[config.mk]
export PLATFORM = sky130hd
export DESIGN_NAME = zkbdmus_top
export DESIGN_NICKNAME = d
export VERILOG_FILES = /design/src/logic/spi_link_pkg.sv /design/src/logic/zport_pkg.sv /design/src/logic/spi_slave_rx.sv /design/src/logic/input_regs.sv /design/src/logic/zport_read.sv /design/src/logic/zkbdmus_top.sv
export VERILOG_INCLUDE_DIRS = /design/src /design/src/logic
export SDC_FILE = /design/constraint.sdc
export NUM_CORES = 1
export LEC_CHECK = 0
export ABC_AREA = 1
export BUFFER_PORTS_ARGS = -buffer_cell sky130_fd_sc_hd__clkbuf_2
export CAP_MARGIN = 20
export CORE_AREA = 2 2 92 94
export CTS_CLUSTER_DIAMETER = 120
export DETAILED_ROUTE_END_ITERATION = 10
export DIE_AREA = 0 0 94 96
export GPL_ROUTABILITY_DRIVEN = 0
export MAX_ROUTING_LAYER = met4
export PLACE_DENSITY = 0.83
export SYNTH_ARGS = -nofsm -noshare
export SYNTH_HDL_FRONTEND = slang
export SYNTH_HIERARCHICAL = 1
export SYNTH_SLANG_ARGS = --single-unit
[constraint.sdc]
create_clock -name fclk -period 5.11 [get_ports fclk]
set_input_delay 0.2555 -clock fclk [delete_from_list [all_inputs] [get_ports fclk]]
set_output_delay 0.2555 -clock fclk [all_outputs]
set_load 0.005 [all_outputs]
[src/logic/zkbd_config.svh]
`ifndef ZKBD_CONFIG_SVH
`define ZKBD_CONFIG_SVH

// flip-flops on each spi pin
`define ZKBD_SYNC_STAGES 2

// widths
`define ZKBD_BYTE_W 8
`define ZKBD_ROWS 8
`define ZKBD_ROW_W 5
`define ZKBD_JOY_W 5

// z80 ports
// keyboard and joystick compare the low byte only
`define ZKBD_PORT_FE 8'hFE
`define ZKBD_PORT_KJ 8'h1F
`define ZKBD_PORT_MX 16'hFBDF
`define ZKBD_PORT_MY 16'hFFDF
`define ZKBD_PORT_MB 16'hFADF

// register codes on the microcontroller link
`define ZKBD_LNK_KBD 8'h10
`define ZKBD_LNK_MX 8'h20
`define ZKBD_LNK_MY 8'h21
`define ZKBD_LNK_MB 8'h22
`define ZKBD_LNK_KJ 8'h23

`endif

[src/logic/spi_link_pkg.sv]
`include "zkbd_config.svh"

package spi_link_pkg;

	// one byte as shifted in from the microcontroller
	typedef logic [`ZKBD_BYTE_W-1:0] lnk_byte_t;

	// target register, named by the first byte of a transaction
	typedef enum logic [`ZKBD_BYTE_W-1:0] {
		LNK_NONE = 8'h00,
		LNK_KBD  = `ZKBD_LNK_KBD,
		LNK_MX   = `ZKBD_LNK_MX,
		LNK_MY   = `ZKBD_LNK_MY,
		LNK_MB   = `ZKBD_LNK_MB,
		LNK_KJ   = `ZKBD_LNK_KJ
	} lnk_reg_e;

endpackage

[src/logic/zport_pkg.sv]
`include "zkbd_config.svh"

package zport_pkg;

	// one keyboard half-row, active low
	typedef logic [`ZKBD_ROW_W-1:0] kbd_row_t;

	// whole matrix, index is the row number
	typedef kbd_row_t [`ZKBD_ROWS-1:0] kbd_matrix_t;

	// port hit by the current z80 address
	typedef enum logic [2:0] {
		ZP_NONE,
		ZP_KBD,
		ZP_MX,
		ZP_MY,
		ZP_MB,
		ZP_KJ
	} zport_sel_e;

endpackage

[src/logic/spi_slave_rx.sv]
`timescale 1ns/1ps
`include "zkbd_config.svh"

module spi_slave_rx import spi_link_pkg::*; (
	input  logic      fclk,
	input  logic      rst_n,
	input  logic      spics_n,
	input  logic      spick,
	input  logic      spido,
	output lnk_reg_e  lnk_reg,
	output lnk_byte_t lnk_data,
	output logic      lnk_stb
);

	localparam int S = `ZKBD_SYNC_STAGES;

	// cs and ck carry one extra stage for edge detect
	logic [S:0]   cs_sr;
	logic [S:0]   ck_sr;
	logic [S-1:0] do_sr;

	logic       cs_s;
	logic       cs_fall;
	logic       cs_rise;
	logic       ck_rise;
	logic       do_s;
	logic [2:0] bit_cnt;
	logic [6:0] shift_q;
	logic       first_byte;
	lnk_byte_t  rx_byte;

	function automatic lnk_reg_e decode_reg(input lnk_byte_t code);
		case (code)
			`ZKBD_LNK_KBD: decode_reg = LNK_KBD;
			`ZKBD_LNK_MX:  decode_reg = LNK_MX;
			`ZKBD_LNK_MY:  decode_reg = LNK_MY;
			`ZKBD_LNK_MB:  decode_reg = LNK_MB;
			`ZKBD_LNK_KJ:  decode_reg = LNK_KJ;
			default:       decode_reg = LNK_NONE;
		endcase
	endfunction

	////////////////////
	// pin synchronizers
	////////////////////

	always_ff @(posedge fclk) begin
		if (!rst_n) begin
			cs_sr <= '1;
			ck_sr <= '0;
			do_sr <= '0;
		end else begin
			cs_sr <= {cs_sr[S-1:0], spics_n};
			ck_sr <= {ck_sr[S-1:0], spick};
			do_sr <= {do_sr[S-2:0], spido};
		end
	end

	assign cs_s    = cs_sr[S-1];
	assign cs_fall = !cs_sr[S-1] && cs_sr[S];
	assign cs_rise = cs_sr[S-1] && !cs_sr[S];
	assign ck_rise = ck_sr[S-1] && !ck_sr[S];
	assign do_s    = do_sr[S-1];

	// msb first, newest bit at the bottom
	assign rx_byte = {shift_q, do_s};

	////////////////////
	// byte assembly
	////////////////////

	always_ff @(posedge fclk) begin
		lnk_stb <= 1'b0;
		if (!rst_n) begin
			bit_cnt    <= '0;
			first_byte <= 1'b1;
			lnk_reg    <= LNK_NONE;
		end else if (cs_fall || cs_rise) begin
			// any partial byte is lost here
			bit_cnt    <= '0;
			first_byte <= 1'b1;
			if (cs_fall)
				lnk_reg <= LNK_NONE;
		end else if (ck_rise && !cs_s) begin
			shift_q <= rx_byte[6:0];
			bit_cnt <= bit_cnt + 3'd1;
			if (bit_cnt == 3'd7) begin
				if (first_byte) begin
					first_byte <= 1'b0;
					lnk_reg    <= decode_reg(rx_byte);
				end else begin
					lnk_data <= rx_byte;
					lnk_stb  <= 1'b1;
				end
			end
		end
	end

endmodule

[src/logic/input_regs.sv]
`timescale 1ns/1ps
`include "zkbd_config.svh"

module input_regs import spi_link_pkg::*, zport_pkg::*; (
	input  logic                    fclk,
	input  logic                    rst_n,
	input  lnk_reg_e                lnk_reg,
	input  lnk_byte_t               lnk_data,
	input  logic                    lnk_stb,
	output kbd_matrix_t             kbd_rows,
	output logic [`ZKBD_BYTE_W-1:0] mouse_x,
	output logic [`ZKBD_BYTE_W-1:0] mouse_y,
	output logic [`ZKBD_BYTE_W-1:0] mouse_btn,
	output logic [`ZKBD_JOY_W-1:0]  joy
);

	localparam int ROW_SEL_W = $clog2(`ZKBD_ROWS);

	logic [ROW_SEL_W-1:0] row_sel;
	kbd_row_t             row_val;

	// keyboard byte has the row number on top, key bits below
	assign row_sel = lnk_data[`ZKBD_BYTE_W-1 -: ROW_SEL_W];
	assign row_val = lnk_data[`ZKBD_ROW_W-1:0];

	always_ff @(posedge fclk) begin
		if (!rst_n) begin
			// all keys released, mouse idle
			kbd_rows  <= '1;
			mouse_x   <= '1;
			mouse_y   <= '1;
			mouse_btn <= '1;
			joy       <= '0;
		end else if (lnk_stb) begin
			case (lnk_reg)
				LNK_KBD: kbd_rows[row_sel] <= row_val;
				LNK_MX:  mouse_x <= lnk_data;
				LNK_MY:  mouse_y <= lnk_data;
				LNK_MB:  mouse_btn <= lnk_data;
				LNK_KJ:  joy <= lnk_data[`ZKBD_JOY_W-1:0];
				// byte dropped for an unknown code
				default: ;
			endcase
		end
	end

endmodule

[src/logic/zport_read.sv]
`timescale 1ns/1ps
`include "zkbd_config.svh"

module zport_read import zport_pkg::*; (
	input  logic                    fclk,
	input  logic                    rst_n,
	input  logic                    iorq_n,
	input  logic                    rd_n,
	input  logic [15:0]             a,
	input  kbd_matrix_t             kbd_rows,
	input  logic [`ZKBD_BYTE_W-1:0] mouse_x,
	input  logic [`ZKBD_BYTE_W-1:0] mouse_y,
	input  logic [`ZKBD_BYTE_W-1:0] mouse_btn,
	input  logic [`ZKBD_JOY_W-1:0]  joy,
	output logic [`ZKBD_BYTE_W-1:0] d_out,
	output logic                    d_oe
);

	zport_sel_e              sel;
	kbd_row_t                keys;
	logic [`ZKBD_BYTE_W-1:0] rd_data;
	logic                    rd_hit;

	////////////////////
	// address decode
	////////////////////

	always_comb begin
		sel = ZP_NONE;
		if (a[7:0] == `ZKBD_PORT_FE)
			sel = ZP_KBD;
		else if (a[7:0] == `ZKBD_PORT_KJ)
			sel = ZP_KJ;
		else if (a == `ZKBD_PORT_MX)
			sel = ZP_MX;
		else if (a == `ZKBD_PORT_MY)
			sel = ZP_MY;
		else if (a == `ZKBD_PORT_MB)
			sel = ZP_MB;
	end

	// rows with a low address line are merged
	always_comb begin
		keys = '1;
		for (int r = 0; r < `ZKBD_ROWS; r++) begin
			if (!a[8+r])
				keys = keys & kbd_rows[r];
		end
	end

	always_comb begin
		case (sel)
			ZP_KBD:  rd_data = {{(`ZKBD_BYTE_W-`ZKBD_ROW_W){1'b1}}, keys};
			ZP_MX:   rd_data = mouse_x;
			ZP_MY:   rd_data = mouse_y;
			ZP_MB:   rd_data = mouse_btn;
			ZP_KJ:   rd_data = {{(`ZKBD_BYTE_W-`ZKBD_JOY_W){1'b0}}, joy};
			default: rd_data = '1;
		endcase
	end

	assign rd_hit = !iorq_n && !rd_n && (sel != ZP_NONE);

	////////////////////
	// bus outputs
	////////////////////

	always_ff @(posedge fclk) begin
		if (!rst_n)
			d_oe <= 1'b0;
		else
			d_oe <= rd_hit;
	end

	always_ff @(posedge fclk) begin
		if (rd_hit)
			d_out <= rd_data;
	end

endmodule

[src/logic/zkbdmus_top.sv]
`timescale 1ns/1ps
`include "zkbd_config.svh"

module zkbdmus_top import spi_link_pkg::*, zport_pkg::*; (
	input  logic                    fclk,
	input  logic                    rst_n,
	input  logic                    spics_n,
	input  logic                    spick,
	input  logic                    spido,
	input  logic                    iorq_n,
	input  logic                    rd_n,
	input  logic [15:0]             a,
	output logic [`ZKBD_BYTE_W-1:0] d_out,
	output logic                    d_oe
);

	lnk_reg_e                lnk_reg;
	lnk_byte_t               lnk_data;
	logic                    lnk_stb;
	kbd_matrix_t             kbd_rows;
	logic [`ZKBD_BYTE_W-1:0] mouse_x;
	logic [`ZKBD_BYTE_W-1:0] mouse_y;
	logic [`ZKBD_BYTE_W-1:0] mouse_btn;
	logic [`ZKBD_JOY_W-1:0]  joy;

	// link from the microcontroller
	spi_slave_rx i_spi_slave_rx (
		.fclk     (fclk),
		.rst_n    (rst_n),
		.spics_n  (spics_n),
		.spick    (spick),
		.spido    (spido),
		.lnk_reg  (lnk_reg),
		.lnk_data (lnk_data),
		.lnk_stb  (lnk_stb)
	);

	input_regs i_input_regs (
		.fclk      (fclk),
		.rst_n     (rst_n),
		.lnk_reg   (lnk_reg),
		.lnk_data  (lnk_data),
		.lnk_stb   (lnk_stb),
		.kbd_rows  (kbd_rows),
		.mouse_x   (mouse_x),
		.mouse_y   (mouse_y),
		.mouse_btn (mouse_btn),
		.joy       (joy)
	);

	// z80 side
	zport_read i_zport_read (
		.fclk      (fclk),
		.rst_n     (rst_n),
		.iorq_n    (iorq_n),
		.rd_n      (rd_n),
		.a         (a),
		.kbd_rows  (kbd_rows),
		.mouse_x   (mouse_x),
		.mouse_y   (mouse_y),
		.mouse_btn (mouse_btn),
		.joy       (joy),
		.d_out     (d_out),
		.d_oe      (d_oe)
	);

endmodule

* Word-level counts from Yosys, hierarchy flattened
Cells that the tools add are included.
** Storage, ports and cells
- Memories kept :: 0
- Memory bits (read-only) :: 0
- Memory bits (writable) :: 0
- Output and inout bits :: 9
- Flip-flop bits (word level) :: 114
- Bits of input ports :: 23
- Bits in latches :: 0
** Cells by class
- Bitwise gates (word level) :: 12
- Shift-type cells :: 0
- Magnitude comparators :: 2
- Add/subtract/negate cells :: 1
- Mux-type cells :: 24
- Divide/modulo/power cells :: 0
- Reductions and logical operators :: 28
- Equality and inequality tests :: 22
- Multipliers :: 0
** Operators by type and width (number)
- 8-bit by 6-bit equality test with 1-bit output (second input constant) :: 8
- 16-bit equality test (second input constant) :: 3
- 5-bit two-way mux :: 9
- 40-bit bitwise mux :: 1
- 8-bit two-way mux :: 5
- 8-bit one-hot mux with 5 select lines :: 1
- 5-bit AND :: 7
- 6-bit one-hot mux with 5 select lines :: 1
- 8-bit by 5-bit equality test with 1-bit output (second input constant) :: 3
- 5-bit demux with 3-bit select :: 1
- 3-bit two-way mux :: 5
- 2-bit AND reduction :: 6
- 3-bit equality test (second input constant) :: 3
- 8-bit equality test (second input constant) :: 1
- 1-bit logical AND :: 7
- 3-bit by 2-bit equality test with 1-bit output (second input constant) :: 2
- 2-bit nonzero test :: 3
- 1-bit logical NOT :: 5
- 1-bit NOT :: 5
- 5-bit AND reduction :: 1
- 3-bit by 4-bit < comparator with 1-bit output (second input constant) :: 1
- 4-bit AND reduction :: 1
- 4-bit OR reduction :: 1
- 3-bit by 1-bit adder with 3-bit output (second input constant) :: 1
- 8 further kinds :: 8

* Depth between registers and ports, before layout
Gate-level depths: netlist (run 1).
- Depth after elaboration :: 16
- Mapped depth :: 10

* Hierarchy
The synthesis (run 1) kept the hierarchy.
** By module, submodules not included
- input_regs :: sequential area each 1381.3 um2, instances 1, cells each 356, area each 2855.2 um2
- spi_slave_rx :: sequential area each 790.8 um2, instances 1, cells each 125, area each 1255.0 um2
- zport_read :: sequential area each 260.2 um2, instances 1, cells each 170, area each 1013.5 um2

* Worst setup path after synthesis (run 1)
No wires, ideal clock.
- Path type :: reg2reg
- Start :: register i_spi_slave_rx.cs_sr[1]
- End :: register i_spi_slave_rx.lnk_data[0], enable pin
- Data arrival time :: 1.845 ns
- Stages on the path, launching flop included :: 6
- Buffers on the path :: 1
- Path slack :: 2.871 ns
- Clock period less this slack :: 2.239 ns
- Data required time :: 4.715 ns
- Path through :: dfxtp_1 > inv_2 > ha_1 > buf_6 > nand2_1 > nor4_1
** On the way
- Cells in the longest elaborated chain, start to end :: 5
** RTL lines
- from (decl) :: line spi_slave_rx.sv:18 : logic [S:0] cs_sr;
- from (signal assigned) :: line spi_slave_rx.sv:53 : cs_sr <= {cs_sr[S-1:0], spics_n};
- 1-bit logical NOT :: line spi_slave_rx.sv:60, spi_slave_rx.sv:84
- 1-bit logical AND :: line spi_slave_rx.sv:60 : assign cs_fall = !cs_sr[S-1] && cs_sr[S];
- 1-bit logical OR :: line spi_slave_rx.sv:78 : end else if (cs_fall || cs_rise) begin
- 1-bit NOT (no source line)
- 5-bit AND reduction (no source line) *
- to (signal assigned) :: line spi_slave_rx.sv:92 : lnk_data <= rx_byte;
- to (decl) :: line spi_slave_rx.sv:11 : output lnk_byte_t lnk_data,
Every way passes the cells marked *; elsewhere a longest branch is shown, timed or not.
A chain may end at the register's enable or synchronous reset.

* Worst setup path after layout (run 1)
- Start :: register i_spi_slave_rx.cs_sr[1]
- End :: register i_spi_slave_rx.shift_q[0], enable pin
** On the way
- Cells in the longest elaborated chain, start to end :: 5
** RTL lines
- 1-bit logical NOT :: line spi_slave_rx.sv:60, spi_slave_rx.sv:84
- 1-bit logical AND :: line spi_slave_rx.sv:60
- 1-bit logical OR :: line spi_slave_rx.sv:78
- 1-bit NOT (no source line)
- 3-bit AND reduction (no source line) *
- to (signal assigned) :: line spi_slave_rx.sv:85 : shift_q <= rx_byte[6:0];
- to (decl) :: line spi_slave_rx.sv:28 : logic [6:0] shift_q;
Marks and branches as above.

==> impl_metrics.csv, run 1 <==
group,metric,value,unit
outcome,status,"completed",
synthesis,synth_flop_cell,"sky130_fd_sc_hd__dfxtp_1",
setup_path,worstSetupStartpointType,"register",
cells_and_area,largest_register_by_flop_count,"i_input_regs/kbd_rows",
clock_tree,tritoncts,"done",
synthesis,synth-seq-area-share,47.5,%
synthesis,synthesis.instances,651,
route,firstDrtPassIters,5,
floorplanning,area_inside_the_core_boundary,0.00805,mm²
route,wirelength,11.4,mm
timing,final.setup.tns,0,ns
setup_path,cp_max_fo,8,
clock_tree,cts_post_setup_buffers_inserted,0,
floorplanning,initial_utilization,63.6,%
floorplanning,floorplan.io_pins,32,
flow_run,max_cap_violations,0,
timing,setup_viol,0,
route,remaining_drc_errors,0,
clock_tree,clk_transition_reported_paths,0.10,ns
global_routing,grt_start_max_net_pins,85,
hold_path,worst_hold_path.num_cells,3,
setup_path,number_of_cells_on_the_worst_reg_to_reg_path,4,
route,number_of_vias_per_cell,5.74,
timing,layout_min_cycle_time,1.96,ns
place,dp_hpwl,7.90,mm
timing,grt_setup_unrepaired,"no",
synthesis,synth_cell_type_count,29,
place,placement.io_buffers,31,
setup_path,criticalPathCategory,"reg -> reg",
cells_and_area,largest_register_ff_count,40,
floorplanning,die_area,0.00902,mm²
hold_path,hold_path_class,"in -> reg",
global_routing,wire_length_of_the_first_global_routing_pass,18.9,mm
global_routing,vias_in_the_first_global_route,4023,
global_routing,grt_antenna_before_repair,0,
route,dr.first_iter.drc_count,316,
synthesis,synth_area_leader_cell,"sky130_fd_sc_hd__dfxtp_1",
place,placement.setup.worst_slack,2.94,ns
route,ant_nets,0,
global_routing,track_usage,27.5,%
clock_tree,cts_max_level,3,
synthesis,synth.top_cell.area_share,34.0,%
pwr,static-leakage-power,2.56,nW
timing,fin_ws,3.15,ns
setup_path,end_kind,"register",
synthesis,number_of_synthesized_flops_with_an_enable_pin,23,
synthesis,post_synth_instance_area,0.00512,mm²
clock_tree,cts_sinks,110,
pwr,power_per_cell_area,269,mW/mm²
floorplanning,die_width,94,µm
timing,slew_headroom,43.1,%
cells_and_area,final_nets,694,
route,route.vias.total,4463,
floorplanning,core.rowCount,33,
floorplanning,die_h,96,µm
timing,finClkSkew,0.0113,ns
timing,timing.final.crit_share,38.4,%
cells_and_area,num_antenna_cells,0,
clock_tree,cts-buffers-inserted,9,
cells_and_area,area_growth,6.37,%
clock_tree,clock_insertion_delay_worst_skew,0.37,ns
setup_path,worst_ep_required_time,5.13,ns
cells_and_area,mostFrequentLayoutCell,"sky130_fd_sc_hd__nand3_1",
cells_and_area,post-route-util,67.7,%
pwr,vdd.ir_drop.worst,0.000160,V
setup_path,cp.arrival,1.98,ns
cells_and_area,layout-drive-gt1-share,14.7,%
synthesis,synthTopCellsByArea,"sky130_fd_sc_hd__dfxtp_1 (34%), sky130_fd_sc_hd__nand3_1 (17%), sky130_fd_sc_hd__edfxtp_1 (13%)",
timing,hold-worst-slack,0.0511,ns
cells_and_area,layout.cells.most_common_list,"sky130_fd_sc_hd__nand3_1 (178), sky130_fd_sc_hd__nand2_1 (142), sky130_fd_sc_hd__dfxtp_1 (87)",
timing,timing_max_transition_violations_final,0,
clock_tree,root_buffer,"sky130_fd_sc_hd__clkbuf_8",
timing,max_freq,509,MHz
timing,final_count_of_hold_timing_violations,0,
clock_tree,clock_tree.buffer_depth,2,
route,routed_wire_length_per_instance,14.6,µm
clock_tree,holdBufCountCts,0,
timing,worstMarginPinSlew,0.854,ns
synthesis,syn_avg_cell_area,7.87,µm²
clock_tree,cts_repair_resize_count,0,
synthesis,ys_warnings,6,
synthesis,asyncSetResetFlopFracSynth,0,%
synthesis,synth-seq-cells,110,
global_routing,grt_overflow_total,0,
==> synth_stat cells (all sizes together), types with 2 or more instances <==
cell    instances
nand3         184
nor2           70
edfxtp         23
dfxtp          87
clkbuf         12
o22ai          13
inv            55
a21oi           9
buf            19
ha              3
nor3           17
nor4            2
nand2         152
==> power breakdown <==
part / total [mW] / switching, mW / leakage, nW / internal (mW)
clock network: 0.515 / 0.286 / 0.0939 / 0.229
registers: 0.889 / 0.00288 / 0.932 / 0.886
logic: 0.0611 / 0.0438 / 1.53 / 0.0173
total: 1.46 / 0.332 / 2.56 / 1.13
==> layer usage <==
layer  part of all wire [%]  up-vias  global-route usage, %
li1                       -     2186                      -
met1                     43     2067                   35.2
met2                     47      183                   44.8
met3                    7.3       27                   5.79
met4                    2.5        0                   7.73
met5                      0        -                      -
==> worst paths after layout <==
check                     startpoint                         to  slack (ns)
max reg2reg  i_spi_slave_rx/cs_sr[1]  i_spi_slave_rx/shift_q[0]        3.15
max          i_spi_slave_rx/cs_sr[1]  i_spi_slave_rx/shift_q[0]        3.15
min reg2reg  i_spi_slave_rx/cs_sr[0]    i_spi_slave_rx/cs_sr[1]        0.42
min                          spics_n    i_spi_slave_rx/cs_sr[0]        0.05
==> area by class of cell <==
| type | instances | area (µm²) |
|---|---|---|
| clock inverter | 5 | 60.1 |
| fill | 702 | 2600 |
| clock buffer | 11 | 131 |
| sequential | 110 | 2430 |
| multi-input combinational | 458 | 2310 |
| inverter | 55 | 206 |
| timing repair buffer | 34 | 178 |
| tap | 105 | 131 |
==> logic make-up after synthesis <==
| kind of cell | Yosys count | synth area share [%] |
|---|---|---|
| compound gates | 24 | 2.71 |
| other cells | 1 | 0.0732 |
| buf+inv | 86 | 7.69 |
| simple gates | 427 | 41.3 |
| fa+ha+maj | 3 | 0.733 |
| flops | 110 | 47.5 |
==> critical path, stage by stage (launching register included) <==
cell                      delay [ns]
sky130_fd_sc_hd__dfxtp_1        0.40
sky130_fd_sc_hd__inv_2          0.08
sky130_fd_sc_hd__ha_1           0.44
sky130_fd_sc_hd__nand2_1        0.21
sky130_fd_sc_hd__nor2_1         0.48
==> stage by stage <==
step / power (mW) / cell area [µm²] / std cells
final: 1.46 / 5450 / 778
after global routing: 1.51 / 5450 / 778
after CTS: 1.47 / 5450 / 778
after detailed placement: 0.969 / 5260 / 762
after global placement: 0.967 / 5260 / 762
after floorplan: 0.950 / 5130 / 654
No activity file was read; power rests on OpenSTA's default activity.
==> inputs of run 2 (changes only) <==
CORE_AREA = 2 2 100 102   (was 2 2 92 94)
DIE_AREA = 0 0 102 104   (was 0 0 94 96)
PLACE_DENSITY = 0.75   (was 0.83)
clock period = 1.6 ns   (was 5.11 ns; I/O delays follow)
==> impl_metrics.csv, run 2 (synthesis gave the netlist of run 1 again) <==
group,metric,value,unit
place,placed_cells,819,
floorplanning,die_area,0.0106,mm²
timing,timing_max_transition_violations_final,0,
cells_and_area,post-route-util,61.2,%
route,number_of_vias_per_cell,5.38,
cells_and_area,num-fill-cells,863,
timing,timing.final.crit_share,95.7,%
route,firstDrtPassIters,6,
setup_path,cp.arrival,1.62,ns
setup_path,end_kind,"register",
clock_tree,tritoncts,"done",
pwr,power_per_cell_area,795,mW/mm²
global_routing,grt_start_max_net_pins,61,
timing,setup_viol,0,
cells_and_area,num_antenna_cells,0,
route,wirelength,12.1,mm
route,ant_nets,0,
timing,final_count_of_hold_timing_violations,0,
place,placement.setup.worst_slack,0.0872,ns
place,post_dp_cell_area,0.00557,mm²
outcome,status,"completed",
cells_and_area,layout-drive-gt1-share,19.4,%
timing,final.setup.tns,0,ns
floorplanning,area_inside_the_core_boundary,0.00955,mm²
timing,layout_min_cycle_time,1.53,ns
route,remaining_drc_errors,0,
flow_run,max_cap_violations,0,
global_routing,gr-usage-met1,31.2,%
clock_tree,clk_transition_reported_paths,0.10,ns
place,dp_hpwl,8.66,mm
place,placement.io_buffers,31,
global_routing,use_met3,5.17,%
timing,hold-worst-slack,0.108,ns
cells_and_area,mostFrequentLayoutCell,"sky130_fd_sc_hd__nand3_1",
pwr,static-leakage-power,2.75,nW
floorplanning,core.rowCount,36,
route,dr.first_iter.drc_count,314,
global_routing,globalRouteMet2Util,38.6,%
hold_path,hold_path_class,"in -> reg",
route,routed_wire_length_per_instance,14.4,µm
cells_and_area,finish.instance_area,0.00584,mm²
cells_and_area,layoutNonFillerInstCount,843,
pwr,vdd.ir_drop.worst,0.000606,V
floorplanning,die_width,102,µm
setup_path,worstSetupStartpointType,"register",
cells_and_area,largest_register_ff_count,40,
cells_and_area,layout.cells.most_common_list,"sky130_fd_sc_hd__nand3_1 (178), sky130_fd_sc_hd__nand2_1 (141), sky130_fd_sc_hd__dfxtp_1 (86)",
clock_tree,cts-buffers-inserted,9,
clock_tree,clock_tree.buffer_depth,2,
global_routing,grt_antenna_before_repair,0,
cells_and_area,final_nets,731,
timing,slew_headroom,57.0,%
cells_and_area,largest_register_by_flop_count,"i_input_regs/kbd_rows",
timing,finClkSkew,0.0127,ns
global_routing,global_route.peak_usage_layer,"met2",
setup_path,cp_max_fo,8,
clock_tree,root_buffer,"sky130_fd_sc_hd__clkbuf_8",
setup_path,worst_ep_required_time,1.69,ns
clock_tree,clock_insertion_delay_worst_skew,0.38,ns
global_routing,track_usage,24.7,%
setup_path,criticalPathCategory,"reg -> reg",
timing,fin_ws,0.0692,ns
pwr,power,4.64,mW
timing,worstMarginPinSlew,0.645,ns
clock_tree,cts_max_level,3,
floorplanning,floorplan.io_pins,32,
route,route.vias.total,4538,
global_routing,grt_overflow_total,0,
cells_and_area,area_growth,14.0,%
timing,max_freq,653,MHz
floorplanning,die_h,104,µm
cells_and_area,final-seq-area,0.00243,mm²
global_routing,vias_in_the_first_global_route,4221,
floorplanning,initial_utilization,53.7,%
global_routing,wire_length_of_the_first_global_routing_pass,20.1,mm
cells_and_area,multi_input_combinational_cell_area,0.00235,mm²
clock_tree,cts_sinks,110,
timing,grt_setup_unrepaired,"no",
run 2: changes by cell type in the layout (fill, tap and decap cells not counted), sizes merged:
cell         delta
dlygate4sd3     +5
clkinv          +1
inv             +3
bufinv          -1
clkbuf          -2
buf            +32
clkinvlp        -1
run 2: power breakdown:
group | internal, mW | total [mW] | switching [mW]
logic | 0.0843 | 0.233 | 0.148
registers | 2.83 | 2.84 | 0.00976
clock network | 0.590 | 1.57 | 0.978
run 2: timing repair:
item / CTS / global route
resized for setup: 0 / 2
endpoints found under the hold margin: 4 / 0
buffers inserted: 0 / 3
setup endpoints to repair: 0 / 9
hold buffers: 5 / 0
run 2: final timing paths:
kind	start	endpoint	slack, ns	depth (start not counted)
max reg2reg	i_spi_slave_rx/bit_cnt[0]	i_spi_slave_rx/lnk_data[1]	0.07	5
max	i_spi_slave_rx/bit_cnt[0]	i_spi_slave_rx/lnk_data[1]	0.07	5
min reg2reg	i_spi_slave_rx/do_sr[0]	i_spi_slave_rx/do_sr[1]	0.42	2
min	rst_n	i_spi_slave_rx/bit_cnt[1]	0.11	3
run 2: area by class of cell:
class                   instances  share of cell area (%)
clock inverters                 7                   0.964
multi-input cells             458                    40.2
flip-flops and latches        110                    41.7
inverters                      55                    3.54
well taps                     133                    2.85
repair buffers                 71                    8.66
clock buffers                   9                    2.12
run 2: per-layer routing:
metal	up-vias	part of all wire, %
met1	2086	42
met3	26	6.3
met5	-	0
met4	0	1.9
li1	2259	-
met2	167	49
run 2: worst max-delay path, cell delays in order, from the launching register on:
cell	delay, ns
sky130_fd_sc_hd__dfxtp_1	0.36
sky130_fd_sc_hd__ha_1	0.16
sky130_fd_sc_hd__ha_1	0.17
sky130_fd_sc_hd__inv_1	0.11
sky130_fd_sc_hd__nor4_4	0.25
sky130_fd_sc_hd__buf_4	0.20
==> inputs of run 3 (changes only) <==
RECOVER_POWER = 50   (was unset)
==> impl_metrics.csv, run 3 (synthesis gave the netlist of run 1 again) <==
group,metric,value,unit
cells_and_area,largest_register_by_flop_count,"i_input_regs/kbd_rows",
clock_tree,cts-buffers-inserted,9,
timing,slew_headroom,55.5,%
cells_and_area,largest_register_ff_count,40,
timing,worstMarginPinSlew,0.667,ns
global_routing,grt_start_max_net_pins,61,
setup_path,reg2reg_slack,0.08,ns
clock_tree,root_buffer,"sky130_fd_sc_hd__clkbuf_8",
setup_path,worstSetupStartpointType,"register",
global_routing,track_usage,24.7,%
hold_path,hold_path_class,"in -> reg",
clock_tree,clock_tree.buffer_depth,2,
route,number_of_vias_per_cell,5.38,
route,route.vias.total,4535,
setup_path,cp.arrival,1.62,ns
cells_and_area,final_nets,731,
floorplanning,area_inside_the_core_boundary,0.00955,mm²
clock_tree,clock_insertion_delay_worst_skew,0.38,ns
global_routing,vias_in_the_first_global_route,4221,
route,dr.first_iter.drc_count,315,
route,routed_wire_length_per_instance,14.4,µm
cells_and_area,layout-drive-gt1-share,17.6,%
timing,final_count_of_hold_timing_violations,0,
floorplanning,die_width,102,µm
clock_tree,cts_max_level,3,
timing,timing_max_transition_violations_final,0,
route,wirelength,12.2,mm
setup_path,worst_path_most_repeated_cell,"sky130_fd_sc_hd__ha_1",
setup_path,worst_path_max_delay_cell,"sky130_fd_sc_hd__dfxtp_1",
floorplanning,initial_utilization,53.7,%
cells_and_area,mostFrequentLayoutCell,"sky130_fd_sc_hd__nand3_1",
place,placement.io_buffers,31,
floorplanning,floorplan.io_pins,32,
clock_tree,tritoncts,"done",
setup_path,end_kind,"register",
setup_path,timing.critical_path.cells,"ha_1 > ha_1 > inv_1 > nor4_4 > buf_4",
cells_and_area,layout.cells.most_common_list,"sky130_fd_sc_hd__nand3_1 (178), sky130_fd_sc_hd__nand2_1 (144), sky130_fd_sc_hd__dfxtp_1 (87)",
setup_path,r2r_end,"i_spi_slave_rx/lnk_data[1]",
setup_path,worstSetupPathDepth,5,
global_routing,grt_overflow_total,0,
setup_path,startpoint_of_the_worst_slack_reg_to_reg_timing_path,"i_spi_slave_rx/bit_cnt[0]",
flow_run,max_cap_violations,0,
timing,grt_setup_unrepaired,"no",
place,dp_hpwl,8.66,mm
floorplanning,core.rowCount,36,
route,firstDrtPassIters,5,
floorplanning,die_h,104,µm
cells_and_area,num_antenna_cells,0,
clock_tree,cts_sinks,110,
setup_path,worst_ep_required_time,1.69,ns
timing,finClkSkew,0.0111,ns
pwr,static-leakage-power,2.72,nW
timing,final.setup.tns,0,ns
global_routing,wire_length_of_the_first_global_routing_pass,20.1,mm
route,remaining_drc_errors,0,
route,ant_nets,0,
setup_path,criticalPathCategory,"reg -> reg",
global_routing,grt_antenna_before_repair,0,
setup_path,path_buf_inv,2,
pwr,power_per_cell_area,800,mW/mm²
setup_path,number_of_cells_on_the_worst_reg_to_reg_path,5,
pwr,vdd.ir_drop.worst,0.000615,V
setup_path,critPathLaunch,"i_spi_slave_rx/bit_cnt[0]",
setup_path,worst_setup_path_endpoint,"i_spi_slave_rx/lnk_data[1]",
setup_path,worst_path_largest_cell_delay,0.36,ns
cells_and_area,area_growth,13.3,%
timing,timing.final.crit_share,95.1,%
timing,max_freq,657,MHz
timing,layout_min_cycle_time,1.52,ns
place,placement.setup.worst_slack,0.0872,ns
timing,setup_viol,0,
timing,fin_ws,0.0790,ns
outcome,status,"completed",
setup_path,critPathTopFamily,"flip-flops",
floorplanning,die_area,0.0106,mm²
setup_path,cp_max_fo,8,
clock_tree,clk_transition_reported_paths,0.10,ns
-- run 3: changes by cell type in the layout (fill, tap and decap cells not counted), sizes merged --
cell    previous run  this run
clkbuf            40        41
clkinv             3         4
inv               59        58
buf               35        34
-- run 3: how the worst min path moves through the flow --
stage	startpoint	endpoint	slack [ns]	cells past startpoint
finish	rst_n	i_spi_slave_rx/bit_cnt[1]	0.11	3
global route	rst_n	i_spi_slave_rx/bit_cnt[1]	0.10	3
CTS	rst_n	i_spi_slave_rx/bit_cnt[2]	0.1	3
detailed placement	spick	i_spi_slave_rx/ck_sr[0]	0.27	3
global placement	spics_n	i_spi_slave_rx/cs_sr[0]	0.26	3
floorplan	spics_n	i_spi_slave_rx/cs_sr[0]	0.16	2
-- run 3: where the power goes --
part / switching (mW) / leakage, nW / internal [mW]
clock: 0.983 / 0.0941 / 0.590
combinational: 0.148 / 1.70 / 0.0838
sequential: 0.00977 / 0.932 / 2.83
total: 1.14 / 2.72 / 3.50
-- run 3: per-layer routing --
metal | vias to the layer above | routed length, µm | global-route usage (%)
met5 | - | 0 | -
met2 | 170 | 6040 | 38.6
met1 | 2085 | 5130 | 31.2
met3 | 21 | 777 | 5.17
li1 | 2259 | - | -
met4 | 0 | 225 | 9.52
-- run 3: through the flow --
stage / util, % / power, mW / cell area [µm²] / cells / hold slack, ns
floorplan: - / 3.04 / 5160 / 654 / 0.165
global placement: 58.3 / 3.12 / 5570 / 819 / 0.256
detailed placement: 58.3 / 3.12 / 5570 / 819 / 0.273
CTS: 60.7 / 4.67 / 5800 / 840 / 0.0988
global route: 60.8 / 4.82 / 5810 / 843 / 0.100
finish: 60.8 / 4.64 / 5810 / 843 / 0.107
-- run 3: timing repair --
item | 4_1_cts | 5_1_grt
hold endpoints to repair | 4 | 0
endpoints found under the setup margin | 0 | 9
hold buffers | 5 | 0
gates resized for setup | 0 | 2
buffers inserted | 0 | 3
-- run 3: worst reg2reg max path: cells and delay by family (launching register included) --
| family | cells | cell delay [ns] |
|---|---|---|
| buf+inv | 2 | 0.30 |
| fa+ha+maj | 2 | 0.32 |
| simple gates | 1 | 0.25 |
| flops | 1 | 0.36 |
-- run 3: layout make-up --
| type | instances | area, µm² |
|---|---|---|
| timing repair buffer | 71 | 488 |
| clock inverter | 7 | 56.3 |
| sequential | 110 | 2430 |
| tap | 133 | 166 |
| fill | 876 | 3740 |
| clock buffer | 9 | 124 |
| multi-input combinational | 458 | 2330 |
| inverter | 55 | 206 |
